$ cat src/rtl/archie_pkg.sv
package archie_pkg;

	// clock enable divider, 40 MHz system clock
	localparam int CLKEN_PERIOD = 20;
	localparam int CLK8M_STEP   = 5;
	localparam int CLKEN_CNT_W  = $clog2(CLKEN_PERIOD);
	localparam int CLK8M_CNT_W  = $clog2(CLK8M_STEP);

	// video base clock select codes, 2'b11 behaves like 24 MHz
	localparam logic [1:0] PIX_SEL_24    = 2'b00;
	localparam logic [1:0] PIX_SEL_25    = 2'b01;
	localparam logic [1:0] PIX_SEL_36    = 2'b10;
	localparam logic [1:0] PIX_SEL_RESET = PIX_SEL_36;

	// pll reconfiguration sequencer
	localparam int         RCFG_TMO_W       = 10;
	localparam logic [9:0] RECONFIG_TIMEOUT = 10'd1000;
	localparam logic [1:0] RCFG_IDLE        = 2'b00;
	localparam logic [1:0] RCFG_SETTLE      = 2'b01;
	localparam logic [1:0] RCFG_START       = 2'b10;
	localparam logic [1:0] RCFG_WAIT        = 2'b11;

	// back porch window, counted in clk_sys cycles after hsync
	localparam int PORCH_TV    = 256;
	localparam int PORCH_VGA   = 64;
	localparam int PORCH_CNT_W = 8;
	localparam int PORCH_VGA_W = $clog2(PORCH_VGA);

	localparam int COLOR_W = 4;

	// download indices that land in ram
	localparam logic [7:0] LOADER_ROM_IDX1 = 8'd1;
	localparam logic [7:0] LOADER_ROM_IDX2 = 8'd2;

	localparam int RAM_ADDR_W    = 26;
	localparam int LOADER_ADDR_W = 24;

	typedef struct packed {
		logic [COLOR_W-1:0] red;
		logic [COLOR_W-1:0] green;
		logic [COLOR_W-1:0] blue;
		logic               hsync;
		logic               vsync;
	} video_px_t;

	typedef struct packed {
		logic [RAM_ADDR_W-1:0] adr;
		logic [31:0]           dat;
		logic [3:0]            sel;
		logic                  we;
		logic                  stb;
		logic                  cyc;
	} wb_req_t;

	typedef struct packed {
		logic                     downloading;
		logic [7:0]               index;
		logic                     wr;
		logic [LOADER_ADDR_W-1:0] addr;
		logic [7:0]               data;
	} loader_wr_t;

endpackage

$ cat src/rtl/archie_support_top.sv
`timescale 1ns/1ps

module archie_support_top import archie_pkg::*; (
	input  logic       clk_sys,
	input  logic       arst_n_i,

	output logic       clk2m_en_o,
	output logic       clk8m_en_o,

	input  logic [1:0] pix_sel_i,
	input  logic       pll_busy_i,
	input  logic [2:0] pll_rom_bits_i,
	output logic       pll_rom_q_o,
	output logic       write_from_rom_o,
	output logic       reconfig_o,
	output logic       reconfig_reset_o,
	output logic       vid_clk_ena_o,

	input  logic       ce_pix_i,
	input  logic       scandoubler_disable_i,
	input  video_px_t  video_i,
	output video_px_t  video_o,
	output logic       scandoubler_en_o,

	input  loader_wr_t loader_i,
	input  wb_req_t    core_req_i,
	output logic       core_ack_o,
	output wb_req_t    ram_req_o,
	input  logic       ram_ack_i,
	input  logic       ram_ready_i,
	input  logic       reset_button_i,
	output logic       rom_ready_o,
	output logic       core_reset_o
);

	clk_enable_gen clk_enable_gen_i (
		.clk_sys    (clk_sys),
		.arst_n_i   (arst_n_i),
		.clk2m_en_o (clk2m_en_o),
		.clk8m_en_o (clk8m_en_o)
	);

	pll_reconfig_seq pll_reconfig_seq_i (
		.clk_sys          (clk_sys),
		.arst_n_i         (arst_n_i),
		.pix_sel_i        (pix_sel_i),
		.pll_busy_i       (pll_busy_i),
		.pll_rom_bits_i   (pll_rom_bits_i),
		.pll_rom_q_o      (pll_rom_q_o),
		.write_from_rom_o (write_from_rom_o),
		.reconfig_o       (reconfig_o),
		.reconfig_reset_o (reconfig_reset_o),
		.vid_clk_ena_o    (vid_clk_ena_o)
	);

	// same select drives the mode decode for blanking
	porch_blanker porch_blanker_i (
		.clk_sys               (clk_sys),
		.arst_n_i              (arst_n_i),
		.ce_pix_i              (ce_pix_i),
		.pix_sel_i             (pix_sel_i),
		.scandoubler_disable_i (scandoubler_disable_i),
		.video_i               (video_i),
		.video_o               (video_o),
		.scandoubler_en_o      (scandoubler_en_o)
	);

	loader_bus_arbiter loader_bus_arbiter_i (
		.clk_sys        (clk_sys),
		.arst_n_i       (arst_n_i),
		.loader_i       (loader_i),
		.core_req_i     (core_req_i),
		.core_ack_o     (core_ack_o),
		.ram_req_o      (ram_req_o),
		.ram_ack_i      (ram_ack_i),
		.ram_ready_i    (ram_ready_i),
		.reset_button_i (reset_button_i),
		.rom_ready_o    (rom_ready_o),
		.core_reset_o   (core_reset_o)
	);

endmodule

$ cat src/rtl/clk_enable_gen.sv
`timescale 1ns/1ps

module clk_enable_gen import archie_pkg::*; (
	input  logic clk_sys,
	input  logic arst_n_i,
	output logic clk2m_en_o,
	output logic clk8m_en_o
);

	logic [CLKEN_CNT_W-1:0] round_cnt;
	logic [CLK8M_CNT_W-1:0] step_cnt;

	// the step counter stays aligned since the round is a multiple of the step
	always_ff @(posedge clk_sys or negedge arst_n_i) begin
		if (!arst_n_i) begin
			round_cnt  <= '0;
			step_cnt   <= '0;
			clk2m_en_o <= 1'b0;
			clk8m_en_o <= 1'b0;
		end else begin
			if (round_cnt == CLKEN_CNT_W'(CLKEN_PERIOD - 1))
				round_cnt <= '0;
			else
				round_cnt <= round_cnt + 1'b1;

			if (step_cnt == CLK8M_CNT_W'(CLK8M_STEP - 1))
				step_cnt <= '0;
			else
				step_cnt <= step_cnt + 1'b1;

			clk2m_en_o <= (round_cnt == '0);
			clk8m_en_o <= (step_cnt == '0);
		end
	end

endmodule

$ cat src/rtl/loader_bus_arbiter.sv
`timescale 1ns/1ps

module loader_bus_arbiter import archie_pkg::*; (
	input  logic       clk_sys,
	input  logic       arst_n_i,
	input  loader_wr_t loader_i,
	input  wb_req_t    core_req_i,
	output logic       core_ack_o,
	output wb_req_t    ram_req_o,
	input  logic       ram_ack_i,
	input  logic       ram_ready_i,
	input  logic       reset_button_i,
	output logic       rom_ready_o,
	output logic       core_reset_o
);

	logic                     loader_active;
	logic                     loader_active_q;
	logic                     loader_stb;
	logic [LOADER_ADDR_W-1:0] loader_addr_q;
	logic [7:0]               loader_data_q;
	logic [3:0]               loader_sel;
	wb_req_t                  loader_req;

	// only the rom images go to ram
	assign loader_active = loader_i.downloading &&
	                       (loader_i.index == LOADER_ROM_IDX1 ||
	                        loader_i.index == LOADER_ROM_IDX2);

	always_ff @(posedge clk_sys or negedge arst_n_i) begin
		if (!arst_n_i) begin
			loader_stb      <= 1'b0;
			loader_active_q <= 1'b0;
			rom_ready_o     <= 1'b0;
		end else begin
			loader_active_q <= loader_active;
			// end of download means the rom is in place
			if (loader_active_q && !loader_active)
				rom_ready_o <= 1'b1;

			if (loader_active && loader_i.wr)
				loader_stb <= 1'b1;
			else if (ram_ack_i)
				loader_stb <= 1'b0;
		end
	end

	// hold the byte and address for the whole bus cycle
	always_ff @(posedge clk_sys) begin
		if (loader_active && loader_i.wr) begin
			loader_addr_q <= loader_i.addr;
			loader_data_q <= loader_i.data;
		end
	end

	// byte lane from the low address bits
	assign loader_sel = 4'b0001 << loader_addr_q[1:0];

	assign loader_req.adr = {{(RAM_ADDR_W - LOADER_ADDR_W){1'b0}},
	                         loader_addr_q[LOADER_ADDR_W-1:2], 2'b00};
	assign loader_req.dat = {4{loader_data_q}};
	assign loader_req.sel = loader_sel;
	assign loader_req.we  = 1'b1;
	assign loader_req.stb = loader_stb;
	assign loader_req.cyc = loader_stb;

	assign ram_req_o  = loader_active ? loader_req : core_req_i;
	assign core_ack_o = loader_active ? 1'b0 : ram_ack_i;

	assign core_reset_o = !ram_ready_i || !rom_ready_o || reset_button_i;

endmodule

$ cat src/rtl/pll_reconfig_seq.sv
`timescale 1ns/1ps

module pll_reconfig_seq import archie_pkg::*; (
	input  logic       clk_sys,
	input  logic       arst_n_i,
	input  logic [1:0] pix_sel_i,
	input  logic       pll_busy_i,
	input  logic [2:0] pll_rom_bits_i,
	output logic       pll_rom_q_o,
	output logic       write_from_rom_o,
	output logic       reconfig_o,
	output logic       reconfig_reset_o,
	output logic       vid_clk_ena_o
);

	logic [1:0]            state;
	logic [1:0]            pix_sel_q;
	logic [RCFG_TMO_W-1:0] timeout;

	// rom image for the requested base clock, bit 0 is the 24 MHz image
	always_comb begin
		case (pix_sel_i)
			PIX_SEL_25: pll_rom_q_o = pll_rom_bits_i[1];
			PIX_SEL_36: pll_rom_q_o = pll_rom_bits_i[2];
			default:    pll_rom_q_o = pll_rom_bits_i[0];
		endcase
	end

	always_ff @(posedge clk_sys or negedge arst_n_i) begin
		if (!arst_n_i) begin
			state            <= RCFG_IDLE;
			pix_sel_q        <= PIX_SEL_RESET;
			timeout          <= '0;
			write_from_rom_o <= 1'b0;
			reconfig_o       <= 1'b0;
			reconfig_reset_o <= 1'b0;
			vid_clk_ena_o    <= 1'b1;
		end else begin
			write_from_rom_o <= 1'b0;
			reconfig_o       <= 1'b0;
			reconfig_reset_o <= 1'b0;

			case (state)
				RCFG_IDLE: begin
					vid_clk_ena_o <= 1'b1;
					pix_sel_q     <= pix_sel_i;
					// base clock changed, stop video clocks and reload
					if (pix_sel_q != pix_sel_i) begin
						vid_clk_ena_o    <= 1'b0;
						write_from_rom_o <= 1'b1;
						state            <= RCFG_SETTLE;
					end
				end
				RCFG_SETTLE: begin
					state <= RCFG_START;
				end
				RCFG_START: begin
					if (!pll_busy_i) begin
						reconfig_o <= 1'b1;
						timeout    <= RECONFIG_TIMEOUT;
						state      <= RCFG_WAIT;
					end
				end
				RCFG_WAIT: begin
					timeout <= timeout - 1'b1;
					// reconfig block stuck busy
					if (timeout == RCFG_TMO_W'(1)) begin
						reconfig_reset_o <= 1'b1;
						state            <= RCFG_IDLE;
					end
					if (!reconfig_o && !pll_busy_i)
						state <= RCFG_IDLE;
				end
				default: state <= RCFG_IDLE;
			endcase
		end
	end

endmodule

$ cat src/rtl/porch_blanker.sv
`timescale 1ns/1ps

module porch_blanker import archie_pkg::*; (
	input  logic      clk_sys,
	input  logic      arst_n_i,
	input  logic      ce_pix_i,
	input  logic [1:0] pix_sel_i,
	input  logic      scandoubler_disable_i,
	input  video_px_t video_i,
	output video_px_t video_o,
	output logic      scandoubler_en_o
);

	logic [PORCH_CNT_W-1:0] porch_cnt;
	logic                   tv_mode;
	logic                   porch_done;

	// equal select bits mean a 15 kHz tv mode
	assign tv_mode = (pix_sel_i[0] == pix_sel_i[1]);

	assign porch_done = tv_mode ? (porch_cnt == PORCH_CNT_W'(PORCH_TV - 1)) :
	                              (porch_cnt[PORCH_VGA_W-1:0] == PORCH_VGA_W'(PORCH_VGA - 1));

	assign scandoubler_en_o = tv_mode && !scandoubler_disable_i;

	// saturating count from the rising edge of the registered hsync
	always_ff @(posedge clk_sys or negedge arst_n_i) begin
		if (!arst_n_i)
			porch_cnt <= '0;
		else if (!video_o.hsync)
			porch_cnt <= '0;
		else if (!porch_done)
			porch_cnt <= porch_cnt + 1'b1;
	end

	always_ff @(posedge clk_sys) begin
		if (ce_pix_i) begin
			video_o.hsync <= video_i.hsync;
			video_o.vsync <= video_i.vsync;
			if (porch_done) begin
				video_o.red   <= video_i.red;
				video_o.green <= video_i.green;
				video_o.blue  <= video_i.blue;
			end else begin
				// black inside the back porch
				video_o.red   <= '0;
				video_o.green <= '0;
				video_o.blue  <= '0;
			end
		end
	end

endmodule

$ cat config.mk
export PLATFORM = sky130hd
export DESIGN_NAME = archie_support_top
export DESIGN_NICKNAME = d
export VERILOG_FILES = /design/src/rtl/archie_pkg.sv /design/src/rtl/archie_support_top.sv /design/src/rtl/clk_enable_gen.sv /design/src/rtl/loader_bus_arbiter.sv /design/src/rtl/pll_reconfig_seq.sv /design/src/rtl/porch_blanker.sv
export SDC_FILE = /design/constraint.sdc
export NUM_CORES = 1
export LEC_CHECK = 0
export ABC_AREA = 1
export BUFFER_PORTS_ARGS = -buffer_cell sky130_fd_sc_hd__buf_2
export CORE_ASPECT_RATIO = 1.5
export CORE_MARGIN = 2
export CORE_UTILIZATION = 39
export CTS_CLUSTER_DIAMETER = 30
export DETAILED_ROUTE_END_ITERATION = 12
export PLACE_DENSITY = 0.72
export SYNTH_ARGS = -nofsm -noshare
export SYNTH_HDL_FRONTEND = slang
export SYNTH_HIERARCHICAL = 1
export SYNTH_SLANG_ARGS = --single-unit
$ cat constraint.sdc
create_clock -name clk_sys -period 1.4 [get_ports clk_sys]
set_input_delay 0.07 -clock clk_sys [delete_from_list [all_inputs] [get_ports clk_sys]]
set_output_delay 0.07 -clock clk_sys [all_outputs]
set_load 0.01 [all_outputs]
* After elaboration in Yosys (flattened, before gate mapping) *
Cells that the tools add are included.

cells by class
  $add $sub $neg = 4
  equal/unequal tests = 18
  shift operators = 1
  multiplexer cells = 24
  reductions and logical operators = 21

operators by type and width
  cell                                                                  number
  65-bit 2-to-1 mux                                                     1
  10-bit one-hot mux with 2 select lines                                1
  8-bit 2-to-1 mux                                                      2
  1-bit 2-to-1 mux                                                      11
  10-bit by 1-bit == test with 1-bit output, second input constant      1
  10-bit 2-to-1 mux                                                     1
  10-bit by 1-bit subtractor with 10-bit output, second input constant  1
  8-bit by 1-bit adder with 8-bit output, second input constant         1
  8-bit by 1-bit == test with 1-bit output, second input constant       1
  8-bit by 2-bit == test with 1-bit output, second input constant       1
  8-bit == test, second input constant                                  1
  2-bit 2-to-1 mux                                                      4
  2-bit one-hot mux with 4 select lines                                 1
  2-bit == test, second input constant                                  3
  6-bit == test, second input constant                                  1
  1-bit zero test                                                       6
  5-bit by 1-bit adder with 5-bit output, second input constant         1
  5-bit == test, second input constant                                  1
  1-bit logical AND                                                     5
  5-bit zero test                                                       1
  5-bit 2-to-1 mux                                                      1
  2-bit by 1-bit == test with 1-bit output, second input constant       2
  2-bit != test, second input constant                                  2
  2-bit nonzero test                                                    2
  14 further kinds                                                      16

word-level totals
  register bits = 85
  output and inout port bits = 90
  logic and storage cells = 90

* Logic depth before layout (Yosys ltp) *
Gate-level depths: netlist of run 1.

  depth in word-level cells = 5
  gate-level depth with buffers = 9
  mapped depth without buffers = 9

* By module *
Netlist of run 1, hierarchy kept.

by module, submodules not included
  module              instances  cells an instance  area each (um2)
  loader_bus_arbiter  1          256                2,145.8
  pll_reconfig_seq    1          135                1,074.8
  porch_blanker       1          104                1,026.0
  clk_enable_gen      1          41                 429.2

* Worst setup path before layout of run 1 *
OpenSTA, ideal clock, no wires.

  path kind = input to register
  start = input port loader_i[35] (netlist bit)
  end = register loader_bus_arbiter_i.loader_addr_q[0] (enable)
  library setup time = 0.372 ns
  arrival = 0.999 ns
  slack = 0.029 ns
  cell stages on the path = 6
  buffers on the path = 1
  cells stage by stage = inv_1 nand2_1 nor2_4 buf_6 nand3_4 inv_2

between the ends
  word-level cells in the longest chain between the ends = 4
  elaborated cells between the ends (all ways) = 5
  classes of those cells = eq/ne (2); reduce/logical (3)

RTL lines
  what                                                                                                         RTL line                                            text
  start, declared                                                                                              archie_support_top.sv:25                            input loader_wr_t loader_i,
  8-bit by 1-bit == test with 1-bit output / 8-bit by 2-bit == test with 1-bit output (equally long branches)  loader_bus_arbiter.sv:27, loader_bus_arbiter.sv:28
  1-bit logical OR *                                                                                           loader_bus_arbiter.sv:27                            (loader_i.index == LOADER_ROM_IDX1 ||
  1-bit logical AND *                                                                                          loader_bus_arbiter.sv:26                            assign loader_active = loader_i.downloading &&
  1-bit logical AND *                                                                                          loader_bus_arbiter.sv:50                            if (loader_active && loader_i.wr) begin
  end signal, assigned                                                                                         loader_bus_arbiter.sv:51                            loader_addr_q <= loader_i.addr;
  end, declared                                                                                                loader_bus_arbiter.sv:20                            logic [LOADER_ADDR_W-1:0] loader_addr_q;

Mark *: on every way between the ends. The rest lies on a longest branch, timed or not.
A chain may end at the register's enable or synchronous reset.

* Worst setup path after layout of run 1 *
  start = register pll_reconfig_seq_i.state[1]
  end = register pll_reconfig_seq_i.timeout[6]

between the ends
  word-level cells in the longest chain between the ends = 3
  elaborated cells between the ends (all ways) = 6
  classes of those cells = eq/ne (3); mux (1); reduce/logical (2)

RTL lines
  what                                                                         RTL line                text
  start, declared                                                              pll_reconfig_seq.sv:16  logic [1:0] state;
  start signal, assigned                                                       pll_reconfig_seq.sv:31  state <= RCFG_IDLE;
  start signal, assigned                                                       pll_reconfig_seq.sv:51  state <= RCFG_SETTLE;
  start signal, assigned                                                       pll_reconfig_seq.sv:55  state <= RCFG_START;
  2-bit == test                                                                pll_reconfig_seq.sv:43  case (state)
  2-bit != test (no source line) / 2-bit nonzero test (equally long branches)  n/a
  2-bit AND reduction (no source line)                                         n/a
  end signal, assigned                                                         pll_reconfig_seq.sv:65  timeout <= timeout - 1'b1;
  end, declared                                                                pll_reconfig_seq.sv:18  logic [RCFG_TMO_W-1:0] timeout;

Parallel ways exist; a longest one is shown, timed or not.

==> impl_metrics.toml, run 1 <==
[final_layout]
area_delta_synth_final_pct = 44.0
utilization = 0.569
drive_above_1_share = 0.386
final_cell_area_um2 = 6730
layout_common_cells = "buf_2 (223), nand2_1 (200), inv_1 (60)"
fin_nets = 954
final_common_cell = "buf_2"
final_cells = 967

[placed_design]
gp_congestion = 0.800
place_ws_ns = -0.0311
dp_hpwl_um = 9390
numPlacedInstances = 910
place_area_um2 = 6000
port_buffers = 223

[power_and_ir_drop]
p_leak_nw = 3.63
p_per_area_nw_per_um2 = 1080
ir_worst_vdd_uv = 1010

[worst_setup_path]
crit_path_cell_trace = "ha_2 > o21ai_4 > nor2_8 > nand3_2 > nor2_2 > nor2_1 > nand2_1"
arrival_ns = 1.61
path_buf_inv = 0
critPathCaptureType = "register"
r2r_start = "pll_reconfig_seq_i/state[1]"
ff2ff_setup_slack_ns = 0.005
critPathLaunch = "pll_reconfig_seq_i/state[1]"
criticalPathCategory = "register to register"
required_ns = 1.62
reg2reg_depth = 7
cpPeakStageDelay_ns = 0.44
r2r_end = "pll_reconfig_seq_i/timeout[6]"
cp_top_family = "flip-flops"
crit_slowest_cell = "dfrtp_2"
cp-start-kind = "register"
worstPathMaxFanout = 6

[floorplan]
ioPinCount = 224
die_x_um = 93.4
rows = 49
design.core.area_um2 = 11800
fp.dieH_um = 138
initial_core_util = 0.395
die-area_um2 = 12900

[drt]
wl_per_cell_um = 12.9
drc = 0
drt_pre_antenna_iters = 5
vias = 4436
drt_wl_total_um = 12400
viasPerCell = 4.59
antenna_left = 0
drtIter0Drc = 140

[clock_tree]
clk_pin_slew_ns = 0.06
cts_buffers = 9
clock_latency_ns = 0.33
cts_tree = "yes"
h-tree-depth = 3
cts-root-buf = "clkbuf_16"
cts.sinks = 85
clock_path_buffers = 2

[grt]
grtUsageTotal = 0.190
grt_pass1_vias = 4277
antenna_found_initial = 1
grt_max_degree = 62
grt_first_pass_wirelength_um = 19300
globalRouteOverflowTotal = 0

[sta]
fmaxAchievable_mhz = 717
fin_tns_setup_ns = 0
grt_setup_unrepaired = "true"
finalCritPeriodShare = 0.997
clock_skew_ns = 0.00681
final.setup.worst_slack_ns = 0.00472
period_minus_slack_ns = 1.40
worst_slew_pin_slew_ns = 0.335
setup_viol = 0
relSlewSlack = 0.776
slew_violations = 0
finalHoldViolCount = 0

[min_path]
hp-start = "pix_sel_i[0]"
hold-path-cell-count = 3
hold_path.class = "primary input to register"
min_to = "pll_reconfig_seq_i/pix_sel_q[0]"

[synth]
ys_ff_latch = 85
ys_types = 35
syn_avg_cell_area_um2 = 8.72
ys_seq_area_frac = 0.505
syn_inst = 536
yosys_warnings = 6
syn_area_um2 = 4680
synth_nets = 682

[flow_run]
max_cap_viol_count = 0

[outcome]
outcome = "completed"
metrics by stage:
step | hold slack (ns) | power (mW)
2_1_floorplan | -0.226 | 4.18
3_3_place_gp | 0.0537 | 4.80
3_5_place_dp | 0.0564 | 4.84
4_1_cts | 0.0173 | 7.42
5_1_grt | 0.0467 | 7.70
6_report | 0.0328 | 7.29
cells by family after synthesis:
logic type	after synthesis	synth area share
adder cells (fa/ha/maj)	12	0.0321
flip-flops	85	0.505
AO/OA/AOI/OAI	22	0.0270
XOR/XNOR	4	0.00749
AND/OR/NAND/NOR	328	0.339
buffers and inverters	85	0.0894
area by class of cell:
type / instances / area [µm²]
fillers: 1084 / 5100
inverters: 71 / 267
repair buffers: 275 / 1680
multi-input cells: 366 / 1940
flip-flops and latches: 85 / 2360
diodes: 1 / 2.50
clock inverters: 7 / 63.8
clock buffers: 9 / 225
well taps: 153 / 191
synth_stat cells:
cell type,n,area (µm²)
inv_1,61,229
edfxtp_1,46,1380
nand2_2,2,12.5
or2_4,1,8.76
nand2_4,2,22.5
nor3_2,1,10.0
or2_2,1,6.26
xnor2_1,1,8.76
o21ai_4,1,16.3
buf_12,1,20.0
nand3b_4,1,20.0
a22oi_1,1,7.51
clkbuf_1,1,3.75
a21boi_0,1,7.51
nand3_4,5,87.6
nand3_2,10,100
o21ai_0,9,45.0
nand3_1,45,225
dfrtp_1,37,926
dfstp_2,2,52.6
nor2_8,2,40.0
buf_6,10,113
buf_4,2,15.0
or2_1,1,6.26
nand2_1,201,754
nor2_4,5,56.3
nor2_2,14,87.6
ha_1,12,150
o21ai_1,2,10.0
clkinv_1,1,3.75
nand4_1,4,25.0
xor2_1,3,26.3
inv_2,9,33.8
a21oi_1,8,40.0
nor2_1,33,124
flip-flops by register name, indices dropped and copies added, names as in the netlist:
signal and count:
pll_reconfig_seq_i/write_from_rom_o 1, loader_bus_arbiter_i/loader_data_q 8, loader_bus_arbiter_i/loader_stb 1, loader_bus_arbiter_i/rom_ready_o 1, porch_blanker_i/video_o 14, clk_enable_gen_i/clk2m_en_o 1, clk_enable_gen_i/step_cnt 3, clk_enable_gen_i/round_cnt 5
loader_bus_arbiter_i/loader_active_q 1, porch_blanker_i/porch_cnt 8, pll_reconfig_seq_i/vid_clk_ena_o 1, pll_reconfig_seq_i/pix_sel_q 2, loader_bus_arbiter_i/loader_addr_q 24, clk_enable_gen_i/clk8m_en_o 1, pll_reconfig_seq_i/reconfig_o 1, pll_reconfig_seq_i/state 2
pll_reconfig_seq_i/reconfig_reset_o 1, pll_reconfig_seq_i/timeout 10
how the worst max path moves through the flow:
stage                                                  to  slack, ns  cells past startpoint
global placement            pll_reconfig_seq_i/timeout[5]      0.007                      8
CTS                         pll_reconfig_seq_i/timeout[5]      0.001                      9
finish                      pll_reconfig_seq_i/timeout[6]      0.005                      7
detailed placement          pll_reconfig_seq_i/timeout[9]      -0.03                      8
floorplan           loader_bus_arbiter_i/loader_addr_q[0]       0.03                      6
global route                pll_reconfig_seq_i/timeout[9]      -0.06                      5
tightest hold or removal path, stage by stage:
cell	delay [ns]
buf_2	0.14
nand2_1	0.05
o21ai_0	0.06
metal layers:
metal  share of wire  up-vias  routed length, µm  track usage
met5               0        -                  0            0
met4           0.034        0                418       0.0851
met3           0.078       33                965       0.0480
met2            0.52      162               6530        0.350
met1            0.36     2007               4540        0.197
li1                -     2234                  -            -
what timing repair did:
action                                 CTS  global route
gates resized for setup                  3             9
endpoints found under the hold margin   76             0
setup endpoints to repair                5            21
pin swaps                                1             4
buffers inserted                         1             1
hold buffers                            39             0
power by group:
group | switching, mW | leakage, nW | internal (mW)
clock | 0.949 | 0.142 | 1.37
combinational | 1.09 | 2.58 | 0.827
sequential | 0.177 | 0.907 | 2.88
(Power assumes the default switching activity.)
==> inputs of run 2 (changes only) <==
--- a/config.mk
+++ b/config.mk
@@ -9,11 +9,10 @@
 export BUFFER_PORTS_ARGS = -buffer_cell sky130_fd_sc_hd__buf_2
 export CORE_ASPECT_RATIO = 1.5
 export CORE_MARGIN = 2
-export CORE_UTILIZATION = 39
+export CORE_UTILIZATION = 41
 export CTS_CLUSTER_DIAMETER = 30
 export DETAILED_ROUTE_END_ITERATION = 12
-export PLACE_DENSITY = 0.72
+export PLACE_DENSITY = 0.77
 export SYNTH_ARGS = -nofsm -noshare
 export SYNTH_HDL_FRONTEND = slang
-export SYNTH_HIERARCHICAL = 1
 export SYNTH_SLANG_ARGS = --single-unit
==> run 2 against run 1 <==
  * The run now ends with setup timing left
  * Worst hold slack worse by 0.0052 ns
  * Final cell count down 6.7%
  * Combinational power up 14%
  * Die area down 15%
  * Register-to-register slack worse by 0.05 ns
  * Power up 6.6%
  * Fmax down 3.6%
  * Sequential cell count unchanged
  * Global-route usage up 6.5 points
  * Non-clock buffer count up 20
  * Clock skew up 0.0011 ns
  * Clock power up 8.6%
==> impl_metrics.toml, run 2 <==
[sta]
setup_viol = 5
finalHoldViolCount = 0
fin_tns_setup_ns = -0.0979
finalCritPeriodShare = 1.03
grt_setup_unrepaired = "true"
relSlewSlack = 0.694
worst_slew_pin_slew_ns = 0.459
slew_violations = 0
period_minus_slack_ns = 1.45
final.setup.worst_slack_ns = -0.0474
fmaxAchievable_mhz = 691
clock_skew_ns = 0.00790

[floorplan]
initial_core_util = 0.415
rows = 45
design.core.area_um2 = 10000
die-area_um2 = 11000
fp.dieH_um = 127
die_x_um = 86.2
ioPinCount = 224

[power_and_ir_drop]
ir_worst_vdd_uv = 1030
p_per_area_nw_per_um2 = 1160
p_leak_nw = 3.58

[outcome]
failed_checks = "setup timing"
outcome = "complete, but fails checks"

[synth]
synth-main-ff-cell = "edfxtp_1"
syn_avg_cell_area_um2 = 8.59
async_flop_share = 0.459
ys_seq_area_frac = 0.568
syn_area_um2 = 4160
ys_top_cells_by_count = "nand2_1 (192), inv_1 (58), edfxtp_1 (46)"
synth_top_area_share = 0.332
synthMostInstantiatedCell = "nand2_1"
yosys_warnings = 0
synth-edff-count = 46
synth_area_leader_cell = "edfxtp_1"
syn_inst = 484
ys_types = 28
synth_nets = 630
netlist_top_cells_area = "edfxtp_1 (33%), dfrtp_1 (22%), nand2_1 (17%)"
ys_ff_latch = 85

[drt]
drt_wl_total_um = 14900
vias = 4412
drc = 0
viasPerCell = 4.89
antenna_left = 0
wl_per_cell_um = 16.5
drt_pre_antenna_iters = 4
drtIter0Drc = 249

[clock_tree]
clk_pin_slew_ns = 0.07
cts_buffers = 9
cts-root-buf = "clkbuf_16"
cts.sinks = 85
clock_latency_ns = 0.33
cts_tree = "yes"
h-tree-depth = 3
clock_path_buffers = 2

[worst_setup_path]
criticalPathCategory = "register to register"
cp-start-kind = "register"
required_ns = 1.66
critPathCaptureType = "register"
crit_path_cell_trace = "buf_6 > ha_4 > inv_4 > o21ai_4 > nand2_1 > or2_0 > a21oi_1"
cpPeakStageDelay_ns = 0.40
arrival_ns = 1.71
ff2ff_setup_slack_ns = -0.05
worstPathMaxFanout = 4
crit_slowest_cell = "dfrtp_1"

[grt]
grt_first_pass_wirelength_um = 21000
globalRouteOverflowTotal = 0
antenna_found_initial = 0
grt_pass1_vias = 4226
grtUsageTotal = 0.255
grt_max_degree = 37

[final_layout]
layout_common_cells = "buf_2 (219), nand2_1 (172), inv_1 (52)"
largest_reg_flops = 24
fin_nets = 926
largest-register = "loader_bus_arbiter_i.loader_addr_q"
antenna_cells = 0
top_regs = "loader_bus_arbiter_i.loader_addr_q x24, porch_blanker_i.video_o x14, pll_reconfig_seq_i.timeout x10"
final_common_cell = "buf_2"
final_cells = 902
area_delta_synth_final_pct = 61.2
n_fill_cell = 787
drive_above_1_share = 0.434

[placed_design]
dp_hpwl_um = 10800
numPlacedInstances = 833
gp_congestion = 0.934
port_buffers = 223

[min_path]
hold_path.class = "primary input to register"

[flow_run]
max_cap_viol_count = 0
[run 2: cell types whose count changed in the layout (fill, tap and decap cells not counted), sizes merged, moves of 3 or more]
cell    delta
a21oi      +7
buf       +20
clkbuf     +4
clkinv     -6
inv       -11
nand2      -7
nand3     -43
nor2       -9
o21ai     +12
xor2       -3
[run 2: cells by family after synthesis]
group	share of synthesized area
DFF	0.568
buffers and inverters	0.0761
adders and majority gates	0.0361
xor gates and xnor gates	0.00421
AOI/OAI and AO/OA	0.0548
and+or+nand+nor	0.261
[run 2: final cells by class]
class / instances / area [µm²] / share of cell area
sequential: 85 / 2360 / 0.352
timing repair buffer: 295 / 1910 / 0.285
multi-input combinational: 330 / 1740 / 0.259
clock buffer: 11 / 233 / 0.0347
inverter: 59 / 231 / 0.0345
tap: 117 / 146 / 0.0218
clock inverter: 5 / 83.8 / 0.0125
[run 2: final timing paths]
path                       cells past startpoint                            startpoint                               end
setup / recovery                               7           pll_reconfig_seq_i.state[0]     pll_reconfig_seq_i.timeout[2]
hold / removal                                 3                            video_i[7]        porch_blanker_i.video_o[7]
setup reg to reg                               7           pll_reconfig_seq_i.state[0]     pll_reconfig_seq_i.timeout[2]
hold reg to reg                                2  loader_bus_arbiter_i.loader_active_q  loader_bus_arbiter_i.rom_ready_o
max in group asynchronous                      3                              arst_n_i     pll_reconfig_seq_i.timeout[7]
min in group asynchronous                      2                              arst_n_i     pll_reconfig_seq_i.timeout[0]
[run 2: layer usage]
layer | GRT usage | up-vias | routed length (µm)
met1 | 0.266 | 2060 | 5290
met2 | 0.436 | 208 | 7390
met3 | 0.111 | 29 | 1650
li1 | - | 2115 | -
met5 | 0 | - | 0
met4 | 0.117 | 0 | 548
[run 2: timing repair]
| action | in CTS | in global routing |
|---|---|---|
| gates resized for setup | 28 | 59 |
| pin swaps | 6 | 12 |
| cloned | 0 | 5 |
| hold buffers | 37 | 0 |
| buffers inserted | 5 | 7 |
| hold endpoints to repair | 52 | 0 |
| endpoints found under the setup margin | 67 | 59 |
[run 2: where the power goes]
| group | internal (mW) | total (mW) | switching [mW] |
|---|---|---|---|
| clock network | 1.57 | 2.52 | 0.953 |
| registers | 2.87 | 3.07 | 0.193 |
| logic | 1.02 | 2.18 | 1.16 |
[run 2: worst max-delay path, delay by kind of cell, from the launching register on]
family	cells	cell delay, ns
AND/OR/NAND/NOR	2	0.33
flip-flops	1	0.40
adder cells (fa/ha/maj)	1	0.17
buffers and inverters	2	0.18
AO/OA/AOI/OAI	2	0.30
[run 2: through the flow]
| step | total power, mW | instance area [µm²] | setup WS, ns | utilization | hold WS, ns |
|---|---|---|---|---|---|
| after floorplan | 3.89 | 4180 | -0.0988 | - | -0.226 |
| after global placement | 4.59 | 5550 | -0.0584 | 0.554 | 0.0444 |
| after detailed placement | 4.66 | 5550 | -0.175 | 0.554 | 0.0487 |
| after CTS | 7.50 | 6350 | 0.00347 | 0.633 | 0.0199 |
| after global routing | 8.15 | 6700 | -0.157 | 0.669 | 0.0409 |
| final | 7.77 | 6700 | -0.0474 | 0.669 | 0.0277 |
==> inputs of run 3 (changes only) <==
--- a/config.mk
+++ b/config.mk
@@ -9,10 +9,10 @@
 export BUFFER_PORTS_ARGS = -buffer_cell sky130_fd_sc_hd__buf_2
 export CORE_ASPECT_RATIO = 1.5
 export CORE_MARGIN = 2
-export CORE_UTILIZATION = 41
+export CORE_UTILIZATION = 40
 export CTS_CLUSTER_DIAMETER = 30
 export DETAILED_ROUTE_END_ITERATION = 12
-export PLACE_DENSITY = 0.77
+export PLACE_DENSITY = 0.76
 export SYNTH_ARGS = -nofsm -noshare
 export SYNTH_HDL_FRONTEND = slang
 export SYNTH_SLANG_ARGS = --single-unit
==> run 3 against run 2 <==
  * The flow still finishes with violations (setup timing)
  * First-iteration DRC count decreased by 30%
  * Critical path depth unchanged
  * Worst hold slack improved by 0.0058 ns
  * Critical path type unchanged
  * Largest cell class unchanged
  * Highest routed layer unchanged
==> impl_metrics.toml, run 3 (synthesized netlist as in run 2, its figures left out) <==
[grt]
antenna_found_initial = 0
globalRouteOverflowTotal = 0
grt_pass1_vias = 4343
grt_max_degree = 49
grtUsageTotal = 0.244
grt_first_pass_wirelength_um = 20400

[min_path]
min_to = "porch_blanker_i.video_o[6]"
hold_path.class = "primary input to register"
hold-path-cell-count = 3
hp-start = "video_i[6]"

[sta]
worst_slew_pin_slew_ns = 0.443
period_minus_slack_ns = 1.46
grt_setup_unrepaired = "true"
finalHoldViolCount = 0
final.setup.worst_slack_ns = -0.0623
fmaxAchievable_mhz = 684
finalHoldWorstSlack_ns = 0.0335
slew_violations = 0
relSlewSlack = 0.705
setup_viol = 14
clock_skew_ns = 0.00734
fin_tns_setup_ns = -0.276
finalCritPeriodShare = 1.04

[worst_setup_path]
reg2reg_depth = 7
r2r_end = "pll_reconfig_seq_i.timeout[5]"
worstPathMaxFanout = 5
r2r_start = "pll_reconfig_seq_i.state[1]"
cpPeakStageDelay_ns = 0.45
required_ns = 1.61
cp-start-kind = "register"
critPathLaunch = "pll_reconfig_seq_i.state[1]"
critPathCaptureType = "register"
crit_path_cell_trace = "ha_4 > nand2_4 > o21ai_4 > nor2_4 > nand2_2 > a21oi_2 > o21ai_0"
crit_slowest_cell = "dfrtp_2"
ff2ff_setup_slack_ns = -0.06
criticalPathCategory = "register to register"
arrival_ns = 1.67

[clock_tree]
h-tree-depth = 3
cts_buffers = 9
clk_pin_slew_ns = 0.06
clock_latency_ns = 0.34
clock_path_buffers = 2
cts_tree = "yes"
cts.sinks = 85
cts-root-buf = "clkbuf_16"

[floorplan]
initial_core_util = 0.410
design.core.area_um2 = 10100
die-area_um2 = 11200
die_x_um = 87.2
rows = 45
ioPinCount = 224
fp.dieH_um = 129

[drt]
wl_per_cell_um = 16.4
drt_pre_antenna_iters = 5
drtIter0Drc = 174
vias = 4395
viasPerCell = 4.92
antenna_left = 0
drc = 0
drt_wl_total_um = 14700

[flow_run]
max_cap_viol_count = 0

[outcome]
outcome = "complete, but fails checks"
failed_checks = "setup timing"

[placed_design]
dp_hpwl_um = 10600
gp_congestion = 0.881
port_buffers = 223
numPlacedInstances = 834

[final_layout]
fin_nets = 918
final_common_cell = "buf_2"
largest_reg_flops = 24
antenna_cells = 0
multi_input_area_um2 = 1760
largest-register = "loader_bus_arbiter_i.loader_addr_q"
seqCellArea_um2 = 2360
drive_above_1_share = 0.421
final_cells = 894
top_regs = "loader_bus_arbiter_i.loader_addr_q x24, porch_blanker_i.video_o x14, pll_reconfig_seq_i.timeout x10"
n_fill_cell = 812
area_delta_synth_final_pct = 58.7
layout_common_cells = "buf_2 (223), nand2_1 (186), inv_1 (52)"

[power_and_ir_drop]
ir_worst_vdd_uv = 1270
p_per_area_nw_per_um2 = 1150
p_leak_nw = 3.50
[run 3: cell count changes in the layout (fill, tap and decap cells not counted), sizes merged]
cell	previous run	this run
buf	256	251
dlygate4sd3	37	36
nand2	198	196
clkbuf	13	11
clkinv	0	4
bufinv	2	1
inv	60	59
[run 3: worst max-delay path: cells and delay by family (launching register included)]
family                   cells  cell delay, ns
AO/OA/AOI/OAI                3            0.32
AND/OR/NAND/NOR              3            0.35
adder cells (fa/ha/maj)      1            0.21
flip-flops                   1            0.45
[run 3: worst max path at each step]
| stage | end | slack (ns) | depth (start not counted) |
|---|---|---|---|
| after global routing | pll_reconfig_seq_i.timeout[5] | -0.17 | 8 |
| after detailed placement | pll_reconfig_seq_i.timeout[5] | -0.16 | 8 |
| after global placement | ram_req_o[19] | -0.05 | 8 |
| final | pll_reconfig_seq_i.timeout[5] | -0.06 | 7 |
| after CTS | pll_reconfig_seq_i.timeout[8] | -0.03 | 8 |
| after floorplan | loader_bus_arbiter_i.loader_addr_q[0] | -0.1 | 6 |
[run 3: cell type report]
cell class              instances  area share
flip-flops and latches         85       0.358
repair buffers                289       0.275
multi-input cells             328       0.266
inverters                      59      0.0343
clock buffers                   9      0.0341
well taps                     117      0.0222
clock inverters                 7      0.0100
[run 3: where the power goes]
part           total [mW]  switching, mW  internal (mW)
combinational        2.18           1.15           1.03
sequential           3.07          0.198           2.87
clock                2.33          0.966           1.37
[run 3: per-stage QoR]
step	setup WS, ns	cell area [µm²]	total power, mW	util
final	-0.0623	6600	7.59	0.651
after CTS	-0.0284	6300	7.24	0.621
after global placement	-0.0530	5550	4.57	0.547
after detailed placement	-0.160	5550	4.63	0.547
after floorplan	-0.0988	4180	3.89	-
after global routing	-0.165	6600	7.98	0.651
[run 3: layer usage]
layer | global-route usage | vias up | wire length, µm
met5 | 0 | - | 0
met3 | 0.133 | 38 | 1790
met4 | 0.0887 | 0 | 413
li1 | - | 2100 | -
met2 | 0.417 | 218 | 7240
met1 | 0.247 | 2039 | 5230
[run 3: repair_timing]
action / 4_1_cts / 5_1_grt
endpoints found under the hold margin: 52 / 0
pin swaps: 7 / 11
resized for setup: 17 / 67
setup buffers: 5 / 1
endpoints found under the setup margin: 63 / 69
hold buffers: 36 / 0
gates cloned: 0 / 2
